`src/logic/line_mem_pkg.sv`:
```
package line_mem_pkg;

  // application port of the DDR controller, fixed by the controller build
  // 27-bit byte address into the DDR part
  localparam int app_addr_bits = 27;

  // one burst of the 4:1 controller
  // 16-bit DDR bus x 8 beats
  localparam int app_data_bits = 128;

  // address step from one burst to the next
  localparam int burst_bytes = app_data_bits / 8;

  // opcode of a queued line request
  typedef enum logic {
    op_write,
    op_read
  } req_op_e;

  // controller command codes
  // only write and read are issued here
  typedef enum logic [2:0] {
    app_cmd_write = 3'd0,
    app_cmd_read  = 3'd1
  } app_cmd_e;

  // dispatch FSM
  // idle: waiting on the queue
  // write_send: walking the bursts of a write line
  // read_send: issuing the read commands of a line
  // read_wait: handing the line over to gather
  typedef enum logic [1:0] {
    st_idle,
    st_write_send,
    st_read_send,
    st_read_wait
  } dispatch_state_e;

endpackage

```
`src/logic/line_req_if.sv`:
```
interface line_req_if
  import line_mem_pkg::*;
#(
  parameter int line_bytes = 64
);

  // handshake
  logic valid;
  logic ready;

  // payload, held while valid and not ready
  req_op_e op;
  logic [app_addr_bits-1:0] addr;
  // whole line, burst k sits at bits [128k+127 : 128k]
  logic [line_bytes*8-1:0] data;

  modport producer(output valid, output op, output addr, output data, input ready);

  modport consumer(input valid, input op, input addr, input data, output ready);

endinterface

```
`src/logic/line_request_intake.sv`:
```
module line_request_intake
  import line_mem_pkg::*;
#(
  parameter int line_bytes = 64
) (
  input  logic                     sclk,
  input  logic                     rst,
  input  logic                     wr_valid,
  output logic                     wr_ready,
  input  logic [app_addr_bits-1:0] wr_addr,
  input  logic [line_bytes*8-1:0]  wr_data,
  input  logic                     rd_valid,
  output logic                     rd_ready,
  input  logic [app_addr_bits-1:0] rd_addr,
  line_req_if.producer             req
);

  // read already offered and stalled, keep it on the bus
  logic rd_lock;
  logic sel_rd;

  // writes win a tie, unless the read was already presented
  assign sel_rd = rd_lock || (rd_valid && !wr_valid);

  assign req.valid = wr_valid || rd_valid;
  assign req.op    = sel_rd ? op_read : op_write;
  assign req.addr  = sel_rd ? rd_addr : wr_addr;
  // reads carry no data, zero keeps the payload steady
  assign req.data  = sel_rd ? '0 : wr_data;

  // zero-latency ready, straight from the queue side
  assign wr_ready = req.ready && !sel_rd;
  assign rd_ready = req.ready && sel_rd;

  always_ff @(posedge sclk) begin
    if (rst) begin
      rd_lock <= 1'b0;
    end else begin
      rd_lock <= sel_rd && rd_valid && !req.ready;
    end
  end

  // stalled request must not change under the queue
  a_req_stable : assert property (@(posedge sclk) disable iff (rst)
    req.valid && !req.ready |=> req.valid && $stable(req.op) && $stable(req.addr)
      && $stable(req.data));

endmodule

```
`src/logic/line_request_queue.sv`:
```
module line_request_queue
  import line_mem_pkg::*;
#(
  parameter int line_bytes  = 64,
  parameter int queue_depth = 4
) (
  input  logic         sclk,
  input  logic         rst,
  line_req_if.consumer push,
  line_req_if.producer pop
);

  localparam int ptr_bits   = (queue_depth > 1) ? $clog2(queue_depth) : 1;
  localparam int count_bits = $clog2(queue_depth + 1);

  // entry storage
  req_op_e                  op_mem   [queue_depth];
  logic [app_addr_bits-1:0] addr_mem [queue_depth];
  logic [line_bytes*8-1:0]  data_mem [queue_depth];

  logic [ptr_bits-1:0]   wr_ptr;
  logic [ptr_bits-1:0]   rd_ptr;
  logic [count_bits-1:0] count;
  // low in reset and the clock after it
  logic                  live;
  logic                  push_fire;
  logic                  pop_fire;

  function automatic logic [ptr_bits-1:0] ptr_next(input logic [ptr_bits-1:0] p);
    return (p == ptr_bits'(queue_depth - 1)) ? '0 : p + 1'b1;
  endfunction

  assign push.ready = live && (count != count_bits'(queue_depth));
  assign push_fire  = push.valid && push.ready;

  // head entry straight out of the array
  assign pop.valid = (count != '0);
  assign pop.op    = op_mem[rd_ptr];
  assign pop.addr  = addr_mem[rd_ptr];
  assign pop.data  = data_mem[rd_ptr];
  assign pop_fire  = pop.valid && pop.ready;

  always_ff @(posedge sclk) begin
    if (rst) begin
      live   <= 1'b0;
      wr_ptr <= '0;
      rd_ptr <= '0;
      count  <= '0;
    end else begin
      live <= 1'b1;
      if (push_fire) begin
        wr_ptr <= ptr_next(wr_ptr);
      end
      if (pop_fire) begin
        rd_ptr <= ptr_next(rd_ptr);
      end
      // push and pop together leave the count alone
      if (push_fire && !pop_fire) begin
        count <= count + 1'b1;
      end else if (pop_fire && !push_fire) begin
        count <= count - 1'b1;
      end
    end
  end

  always_ff @(posedge sclk) begin
    if (push_fire) begin
      op_mem[wr_ptr]   <= push.op;
      addr_mem[wr_ptr] <= push.addr;
      data_mem[wr_ptr] <= push.data;
    end
  end

  // a push onto a full queue would land on the unread head entry
  a_no_push_full : assert property (@(posedge sclk) disable iff (rst)
    push_fire && pop.valid |-> wr_ptr != rd_ptr);

  // equal pointers with an entry shown only when every slot is taken
  a_no_valid_empty : assert property (@(posedge sclk) disable iff (rst)
    pop.valid && (wr_ptr == rd_ptr) |-> count == count_bits'(queue_depth));

endmodule

```
`src/logic/burst_dispatch.sv`:
```
module burst_dispatch
  import line_mem_pkg::*;
#(
  parameter int line_bytes = 64
) (
  input  logic                     sclk,
  input  logic                     rst,
  line_req_if.consumer             req,
  output logic                     app_en,
  output app_cmd_e                 app_cmd,
  output logic [app_addr_bits-1:0] app_addr,
  output logic                     app_wdf_wren,
  output logic                     app_wdf_end,
  output logic [app_data_bits-1:0] app_wdf_data,
  input  logic                     app_rdy,
  input  logic                     app_wdf_rdy,
  input  logic                     gather_busy,
  output logic                     gather_start
);

  localparam int num_bursts = line_bytes / burst_bytes;
  localparam int cnt_bits   = (num_bursts > 1) ? $clog2(num_bursts) : 1;
  localparam int line_lsb   = $clog2(line_bytes);

  dispatch_state_e state;

  logic [cnt_bits-1:0]     burst_cnt;
  logic [cnt_bits-1:0]     next_cnt;
  logic                    last;
  logic                    accept;
  logic                    burst_take;
  // copy of the line being walked
  logic [app_addr_bits-1:0] line_addr;
  logic [line_bytes*8-1:0]  line_data;

  // reads wait for gather to free its line register
  assign req.ready = (state == st_idle) && (req.op == op_write || !gather_busy);
  assign accept    = req.valid && req.ready;

  assign next_cnt = burst_cnt + 1'b1;
  assign last     = (burst_cnt == cnt_bits'(num_bursts - 1));

  // write burst needs both readies, read command only app_rdy
  assign burst_take = ((state == st_write_send) && app_rdy && app_wdf_rdy)
                   || ((state == st_read_send) && app_rdy);

  // first read command taken
  assign gather_start = (state == st_read_send) && app_rdy && (burst_cnt == '0);

  // control state
  always_ff @(posedge sclk) begin
    if (rst) begin
      state        <= st_idle;
      burst_cnt    <= '0;
      app_en       <= 1'b0;
      app_wdf_wren <= 1'b0;
      app_wdf_end  <= 1'b0;
    end else begin
      case (state)
        st_idle: begin
          if (accept) begin
            burst_cnt <= '0;
            app_en    <= 1'b1;
            if (req.op == op_write) begin
              // single-beat bursts, end goes with every wren
              app_wdf_wren <= 1'b1;
              app_wdf_end  <= 1'b1;
              state        <= st_write_send;
            end else begin
              state <= st_read_send;
            end
          end
        end
        st_write_send: begin
          if (burst_take) begin
            if (last) begin
              app_en       <= 1'b0;
              app_wdf_wren <= 1'b0;
              app_wdf_end  <= 1'b0;
              state        <= st_idle;
            end else begin
              burst_cnt <= next_cnt;
            end
          end
        end
        st_read_send: begin
          if (burst_take) begin
            if (last) begin
              app_en <= 1'b0;
              state  <= st_read_wait;
            end else begin
              burst_cnt <= next_cnt;
            end
          end
        end
        st_read_wait: begin
          // gather owns the line once busy shows, later writes may go
          if (gather_busy) begin
            state <= st_idle;
          end
        end
        default: state <= st_idle;
      endcase
    end
  end

  // command payload, held while app_en waits
  always_ff @(posedge sclk) begin
    if (accept) begin
      line_addr    <= req.addr;
      line_data    <= req.data;
      app_addr     <= req.addr;
      app_cmd      <= (req.op == op_write) ? app_cmd_write : app_cmd_read;
      app_wdf_data <= req.data[app_data_bits-1:0];
    end else if (burst_take && !last) begin
      // burst k at line address plus k bursts
      app_addr     <= line_addr + app_addr_bits'(next_cnt) * app_addr_bits'(burst_bytes);
      app_wdf_data <= line_data[next_cnt*app_data_bits +: app_data_bits];
    end
  end

  a_line_aligned : assert property (@(posedge sclk) disable iff (rst)
    accept |-> req.addr[line_lsb-1:0] == '0);

endmodule

```
`src/logic/read_burst_gather.sv`:
```
module read_burst_gather
  import line_mem_pkg::*;
#(
  parameter int line_bytes = 64
) (
  input  logic                     sclk,
  input  logic                     rst,
  input  logic                     gather_start,
  input  logic                     app_rd_data_valid,
  input  logic [app_data_bits-1:0] app_rd_data,
  output logic                     gather_busy,
  output logic                     resp_valid,
  input  logic                     resp_ready,
  output logic [line_bytes*8-1:0]  resp_data
);

  localparam int num_bursts = line_bytes / burst_bytes;
  localparam int cnt_bits   = (num_bursts > 1) ? $clog2(num_bursts) : 1;

  logic [cnt_bits-1:0]    burst_cnt;
  // assembled line, also the response payload
  logic [line_bytes*8-1:0] line_q;

  assign resp_data = line_q;

  always_ff @(posedge sclk) begin
    if (rst) begin
      gather_busy <= 1'b0;
      resp_valid  <= 1'b0;
      burst_cnt   <= '0;
    end else begin
      if (gather_start) begin
        gather_busy <= 1'b1;
        burst_cnt   <= '0;
      end else if (app_rd_data_valid) begin
        // last burst in, response goes out next clock
        if (burst_cnt == cnt_bits'(num_bursts - 1)) begin
          resp_valid <= 1'b1;
          burst_cnt  <= '0;
        end else begin
          burst_cnt <= burst_cnt + 1'b1;
        end
      end
      if (resp_valid && resp_ready) begin
        resp_valid  <= 1'b0;
        gather_busy <= 1'b0;
      end
    end
  end

  // slice k of the line from burst k
  always_ff @(posedge sclk) begin
    if (app_rd_data_valid) begin
      line_q[burst_cnt*app_data_bits +: app_data_bits] <= app_rd_data;
    end
  end

  // controller only returns data for commands dispatch has issued
  a_data_when_busy : assert property (@(posedge sclk) disable iff (rst)
    app_rd_data_valid |-> gather_busy && !resp_valid);

endmodule

```
`src/logic/dram_line_port.sv`:
```
module dram_line_port
  import line_mem_pkg::*;
#(
  parameter int line_bytes  = 64,
  parameter int queue_depth = 4
) (
  input  logic                     sclk,
  input  logic                     rst,
  // cache write channel
  input  logic                     wr_valid,
  output logic                     wr_ready,
  input  logic [app_addr_bits-1:0] wr_addr,
  input  logic [line_bytes*8-1:0]  wr_data,
  // cache read channel
  input  logic                     rd_valid,
  output logic                     rd_ready,
  input  logic [app_addr_bits-1:0] rd_addr,
  // read response
  output logic                     resp_valid,
  input  logic                     resp_ready,
  output logic [line_bytes*8-1:0]  resp_data,
  // controller application port
  output logic                     app_en,
  output app_cmd_e                 app_cmd,
  output logic [app_addr_bits-1:0] app_addr,
  output logic                     app_wdf_wren,
  output logic                     app_wdf_end,
  output logic [app_data_bits-1:0] app_wdf_data,
  input  logic                     app_rdy,
  input  logic                     app_wdf_rdy,
  input  logic                     app_rd_data_valid,
  input  logic [app_data_bits-1:0] app_rd_data
);

  logic gather_start;
  logic gather_busy;

  // intake to queue, queue to dispatch
  line_req_if #(.line_bytes(line_bytes)) in_req ();
  line_req_if #(.line_bytes(line_bytes)) q_req ();

  line_request_intake #(.line_bytes(line_bytes)) u_intake (
    .sclk     (sclk),
    .rst      (rst),
    .wr_valid (wr_valid),
    .wr_ready (wr_ready),
    .wr_addr  (wr_addr),
    .wr_data  (wr_data),
    .rd_valid (rd_valid),
    .rd_ready (rd_ready),
    .rd_addr  (rd_addr),
    .req      (in_req.producer)
  );

  line_request_queue #(
    .line_bytes  (line_bytes),
    .queue_depth (queue_depth)
  ) u_queue (
    .sclk (sclk),
    .rst  (rst),
    .push (in_req.consumer),
    .pop  (q_req.producer)
  );

  burst_dispatch #(.line_bytes(line_bytes)) u_dispatch (
    .sclk         (sclk),
    .rst          (rst),
    .req          (q_req.consumer),
    .app_en       (app_en),
    .app_cmd      (app_cmd),
    .app_addr     (app_addr),
    .app_wdf_wren (app_wdf_wren),
    .app_wdf_end  (app_wdf_end),
    .app_wdf_data (app_wdf_data),
    .app_rdy      (app_rdy),
    .app_wdf_rdy  (app_wdf_rdy),
    .gather_busy  (gather_busy),
    .gather_start (gather_start)
  );

  read_burst_gather #(.line_bytes(line_bytes)) u_gather (
    .sclk              (sclk),
    .rst               (rst),
    .gather_start      (gather_start),
    .app_rd_data_valid (app_rd_data_valid),
    .app_rd_data       (app_rd_data),
    .gather_busy       (gather_busy),
    .resp_valid        (resp_valid),
    .resp_ready        (resp_ready),
    .resp_data         (resp_data)
  );

endmodule

```
`config.mk`:
```
export PLATFORM = sky130hd
export DESIGN_NAME = dram_line_port
export DESIGN_NICKNAME = d
export VERILOG_FILES = /design/src/logic/line_mem_pkg.sv /design/src/logic/line_req_if.sv /design/src/logic/line_request_intake.sv /design/src/logic/line_request_queue.sv /design/src/logic/burst_dispatch.sv /design/src/logic/read_burst_gather.sv /design/src/logic/dram_line_port.sv
export SDC_FILE = /design/constraint.sdc
export NUM_CORES = 2
export LEC_CHECK = 0
export BUFFER_PORTS_ARGS = -buffer_cell sky130_fd_sc_hd__buf_2
export CORE_UTILIZATION = 40
export CTS_CLUSTER_DIAMETER = 100
export CTS_CLUSTER_SIZE = 12
export DETAILED_ROUTE_END_ITERATION = 8
export HOLD_SLACK_MARGIN = 0.02
export MAX_ROUTING_LAYER = met4
export PLACE_DENSITY_LB_ADDON = 0.2
export SLEW_MARGIN = 40
export SYNTH_ARGS = -nofsm -noshare
export SYNTH_HDL_FRONTEND = slang
export SYNTH_SLANG_ARGS = --single-unit
```
`constraint.sdc`:
```
create_clock -name sclk -period 27.5 [get_ports sclk]
set_input_delay 5.5 -clock sclk [delete_from_list [all_inputs] [get_ports sclk]]
set_output_delay 5.5 -clock sclk [all_outputs]
set_load 0.005 [all_outputs]
```
Yosys cells after proc, flatten, opt, wreduce, memory -nomap -nowiden:

Memories as Yosys holds them, arrays and structs flattened. A register that Yosys moved wholly into a read port is not among the register bits.
Index checks and enable logic that the tools add are counted.

* input port bits: 702
* memories kept: 3
* word-level logic and storage cells: 137
* flip-flop bits (word level): 1228
* memory bits (writable): 2160

* equality and inequality tests: 18
* $add $sub $neg: 8
* shift operators: 3
* reduce and logical (&&, ||, !) cells: 43
* bitwise gates (word level): 2
* muxes and demuxes: 42

Memories
* u_queue.data_mem: depth 4, width 512, read ports 1, clocked after memory_dff 1, write ports 1, line line_request_queue.sv:19 `logic [line_bytes*8-1:0] data_mem [queue_depth];`
* u_queue.addr_mem: depth 4, width 27, read ports 1, clocked after memory_dff 1, write ports 1, line line_request_queue.sv:18 `logic [app_addr_bits-1:0] addr_mem [queue_depth];`
* u_queue.op_mem: depth 4, width 1, read ports 1, clocked after memory_dff 1, write ports 1, line line_request_queue.sv:17 `req_op_e op_mem [queue_depth];`

Operator list (number)
* $bwmux W512: 1
* $mux W512: 1
* $shift A128 B34 Y512 const A: 1
* $shiftx A128 B34 Y512: 1
* $shiftx A512 B10 Y128: 1
* $mux W128: 2
* $mux W27: 3
* $mux W2: 19
* $neg A9 Y34: 1
* $add A27 B6 Y27: 1
* $logic_and A1 B1 Y1: 17
* $ne A2 B1 Y1 const B: 7
* $eq A2 B2 Y1 const B: 6
* $mux W1: 10
* $add A2 B1 Y2 const B: 4
* $pmux W2 S4: 1
* $reduce_and A4 Y1: 2
* $reduce_bool A2 Y1: 4
* $logic_not A1 Y1: 7
* $mux W3: 2
* $ne A2 B2 Y1 const B: 3
* $reduce_and A6 Y1: 1
* $reduce_or A2 Y1: 3
* $reduce_and A5 Y1: 1
* other kinds (11): 17

Longest topological paths before layout:

* depth in word-level cells: 7
* mapped depth: 14

Hierarchy:

A second synthesis with hierarchy kept.

* cell total of the unflattened synthesis: 6084
* area, all modules: 128293.0 um^2

Modules (own cells, without submodules)
* line_request_queue: instances 1, area an instance 78469.0 um^2, cells each 2873, sequential area each 65062.4 um^2
* burst_dispatch: instances 1, area an instance 26719.4 um^2, cells each 1453, sequential area each 20990.1 um^2
* read_burst_gather: instances 1, area an instance 19283.5 um^2, cells each 1151, sequential area each 15454.8 um^2
* line_request_intake: instances 1, area an instance 3821.2 um^2, cells each 607, sequential area each 20.0 um^2

Worst setup path before layout:

OpenSTA, ideal clock, no wires.

* path kind: input -> register
* start: input rd_valid
* end: memory u_queue.addr_mem[0][0] (enable)
* arrival: 18.309 ns
* library setup time: 0.976 ns
* path slack: 8.215 ns
* buffers on the path: 0
* data required time: 26.524 ns
* stages: 3
* path through: nor2_1 > a211oi_1 > and2_1

* word-level cells in the longest chain between the ends: 4

RTL lines
* start, declared: line dram_line_port.sv:15 `input logic rd_valid,`
* $logic_or A1 B1 Y1: line line_request_intake.sv:25 `assign req.valid = wr_valid || rd_valid;`
* $logic_and A1 B1 Y1: line line_request_queue.sv:34 `assign push_fire = push.valid && push.ready;`
* named net u_queue.push_fire: line line_request_queue.sv:26 `logic push_fire;`
* $mux W1: line line_request_queue.sv:67 `if (push_fire) begin`
* $mux W1 (implied by the code): line line_request_queue.sv:69 `addr_mem[wr_ptr] <= push.addr;`
* end, declared: line line_request_queue.sv:18

The timed path passes the listed nets, and every way through them passes these cells.

Worst setup path in the final report:

* start: input wr_valid
* end: output wr_ready

* word-level cells in the longest chain between the ends: 5

RTL lines
* start, declared: line dram_line_port.sv:10 `input logic wr_valid,`
* $logic_not A1 Y1: line line_request_intake.sv:23 `assign sel_rd = rd_lock || (rd_valid && !wr_valid);`
* $logic_and A1 B1 Y1: line line_request_intake.sv:23
* $logic_or A1 B1 Y1: line line_request_intake.sv:23
* $logic_not A1 Y1: line line_request_intake.sv:32 `assign wr_ready = req.ready && !sel_rd;`
* $logic_and A1 B1 Y1: line line_request_intake.sv:32
* end, declared: line dram_line_port.sv:11 `output logic wr_ready,`

Every way passes these cells.

==> run_results.csv <==
group,metric,value,unit
outcome,outcome,"completed",
worst_setup_path,cp_cell_sequence,"buf_2 > inv_1 > a21oi_4 > inv_1 > buf_4 > nor2_1 > buf_2",
placed_design,io_buffer_count,1375,
sta,slew-limit-headroom,40.96,%
global_route,first_global_vias,64489,
synthesis,syn_avg_cell_area,20.88,sq um
worst_hold_path,worstHoldStart,"u_queue.rd_ptr[1]$_SDFFE_PP0P_",
sta,setup_viol,0,
worst_setup_path,cp-start-kind,"input port",
worst_setup_path,slowest_delay,530,ps
placed_design,gp_congestion,0.8711,
global_route,grt_usage,21.88,%
worst_setup_path,r2r-start,"u_queue.count[0]$_SDFFE_PP0P_",
cts,cts_tree,"done",
global_route,grt_max_degree,141,
synthesis,syn-instance-count,6114,
cts,cts_buffer_depth,4,
synthesis,ys_warn_count,0,
routing,drt_iter0_markers,5333,
routing,dr.pass1.iters,5,
synthesis,synth-simple-area-share,6.880,%
synthesis,ys_seq_area_share,79.53,%
final_layout,drive_gt1_share,33.03,%
synthesis,synth_xor_area_share,0.1098,%
die,die_area,321400,sq um
cts,numClockSinks,3388,
global_route,antenna_found_initial,108,
worst_setup_path,critical_path_class,"input port to output pin",
worst_setup_path,arrival,6940,ps
final_layout,n_fill_cell,26653,
routing,drcViolationCount,0,
sta,slew_viol_final,0,
sta,hold_viol,0,
synthesis,synth_top_family_by_area,"multiplexers",
sta,period_share,45.24,%
global_route,overflow,0,
synthesis,synth-edff-count,3367,
sta,setup-tns-final,0,ps
final_layout,syn_to_final_growth,16.71,%
worst_setup_path,path_buf_inv,5,
worst_setup_path,crit_required,22000,ps
synthesis,synth_fa_ha_area_share,0.2372,%
synthesis,ys_ff_latch,3388,
cts,numCtsBuffers,324,
synthesis,ys_types,48,
synthesis,yosysTopAreaCell,"edfxtp_1",
power,powerDensity,96.91,nW/um^2
die,placementRows,207,
worst_setup_path,slowest_stage,"a21oi_4",
worst_setup_path,r2r_end,"u_queue.data_mem[3][293]$_DFFE_PP_",
final_layout,fin_nets,8343,
synthesis,synth_top_cell_area_share,79.20,%
synthesis,synthTopCellsByArea,"edfxtp_1 79%, mux4_2 12%, and2_1 5.1%",
synthesis,synthesis.area,127700,sq um
routing,wl_per_cell,29.15,um
die,die_w,566.9,um
die,start_util,40.17,%
synthesis,synth-compound-area-share,0.3078,%
sta,timing.fmax,80.38,MHz
power,ir_drop,0.00006816,V
cts,cts-root-buf,"clkbuf_16",
worst_hold_path,hold-path-cell-count,2,
sta,period_needed,12440,ps
final_layout,layout_commonest_cell,"edfxtp_1",
placed_design,placed_cell_area,139700,sq um
sta,fin_skew,54.05,ps
synthesis,async_flop_share,0,%
routing,drt-vias-per-instance,5.331,
cts,post-cts-setup-buffers,0,
synthesis,synth_flop_cell,"edfxtp_1",
final_layout,design_area,149000,sq um
placed_design,hpwl,226300,um
worst_setup_path,rrSetupSlack,22200,ps
sta,holdWs,476.6,ps
final_layout,layout_common_cells,"3367 x edfxtp_1, 1375 x buf_2, 1027 x and2_1",
global_route,grt_pass1_wl,487000,um
worst_setup_path,cp_top_family,"buffers and inverters",
routing,ant_nets,0,
flow_run,cap_violations,0,
power,leakage,0.05048,uW
worst_setup_path,cp_max_fo,33,
die,core-area,317800,sq um
cts,cts_resized,0,
routing,dr_total_vias,63478,
die,die_h,566.9,um
synthesis,muxShareOfSynthArea,11.83,%
worst_setup_path,cp-end-kind,"output pin",
cts,h-tree-depth,5,
worst_setup_path,rr_worst_depth,7,
die,io_pins,1378,
worst_hold_path,min_path_type,"register to register",
cts,cts.clk_slew.worst_paths,60,ps
sta,worst-slew-pin-transition,885.6,ps
routing,drt-total-wl,347100,um
cts,clock_latency,910,ps
sta,rsz0062_at_grt,"false",
cts,postCtsHoldBufs,0,
==> cell type report <==
type	count	area, sq um	area share [%]
Tap cell	4180	5230	3.510
Antenna cell	51	127.6	0.08566
Clock inverter	33	685.7	0.4602
Timing Repair Buffer	1487	8190	5.497
Multi-Input combinational cell	2394	24820	16.66
Sequential cell	3388	101500	68.15
Clock buffer	352	8298	5.570
Inverter	23	93.84	0.06299
==> tightest hold or removal path: stages (launching register included) <==
cell and delay [ps]:
dfxtp_1 310, nand2_1 50, a21oi_1 70
==> worst max-delay path by stage <==
stage / start / endpoint / slack, ps / cells after the start
3_5_place_dp: wr_valid / wr_ready / 15030 / 7
5_1_grt: wr_valid / wr_ready / 14940 / 7
3_3_place_gp: wr_valid / wr_ready / 15000 / 7
2_1_floorplan: rd_valid / u_queue.addr_mem[0][0]$_DFFE_PP_ / 8220 / 3
4_1_cts: wr_valid / wr_ready / 15020 / 7
6_report: wr_valid / wr_ready / 15060 / 7
==> cells by family (layout without fill, tap and decap cells) <==
kind of cell	after synthesis	after routing
flops	3388	3388
simple gates	1615	1615
mux	674	674
buf+inv	333	1895
compound gates	64	64
fa+ha+maj	23	23
xor+xnor	16	16
other cells	1	53
==> registers in the layout (all words and copies together) (netlist names), named ones only <==
name,cells
u_queue.addr_mem,108
u_gather.resp_data,512
u_dispatch.app_addr,27
u_queue.live,1
u_dispatch.line_addr,27
u_queue.count,3
u_queue.op_mem,4
u_gather.burst_cnt,2
u_dispatch.line_data,512
u_queue.wr_ptr,2
u_dispatch.state,2
u_gather.resp_valid,1
u_dispatch.app_wdf_data,128
u_queue.data_mem,2048
u_dispatch.app_en,1
u_queue.rd_ptr,2
u_dispatch.app_wdf_wren,1
u_dispatch.burst_cnt,2
u_dispatch.app_cmd,1
u_gather.gather_busy,1
u_intake.rd_lock,1
==> power by group <==
part / total [uW] / internal, uW / switching [uW]
clock: 4030 / 2170 / 1860
combinational: 3120 / 1210 / 1900
sequential: 7290 / 6980 / 314
==> cell usage after synthesis, drive strengths merged, types with 7 or more instances <==
cell type / number
nor2: 24
inv: 23
ha: 21
buf: 123
a21oi: 18
nand2: 508
xnor2: 8
dfxtp: 21
and2: 1035
clkbuf: 187
mux4: 668
o21ai: 21
nor3: 7
xor2: 8
nand4: 10
edfxtp: 3367
==> layer usage <==
layer | track usage [%] | up-vias | part of all wire, %
met4 | 7.287 | 0 | 3.7
li1 | - | 26893 | -
met3 | 2.775 | 567 | 4.9
met2 | 37.24 | 2227 | 52
met5 | - | - | 0
met1 | 27.15 | 33791 | 40
==> through the flow <==
stage	utilization, %	setup WS, ps	instances	total power [uW]
finish	46.88	15060	11908	14440
global placement	43.88	15000	11462	10530
floorplan	-	8215	6115	9455
global route	46.86	14940	11880	15040
CTS	46.80	15020	11852	14630
detailed placement	43.97	15030	11467	10590
Note: power is estimated with default switching activity, not from simulation.
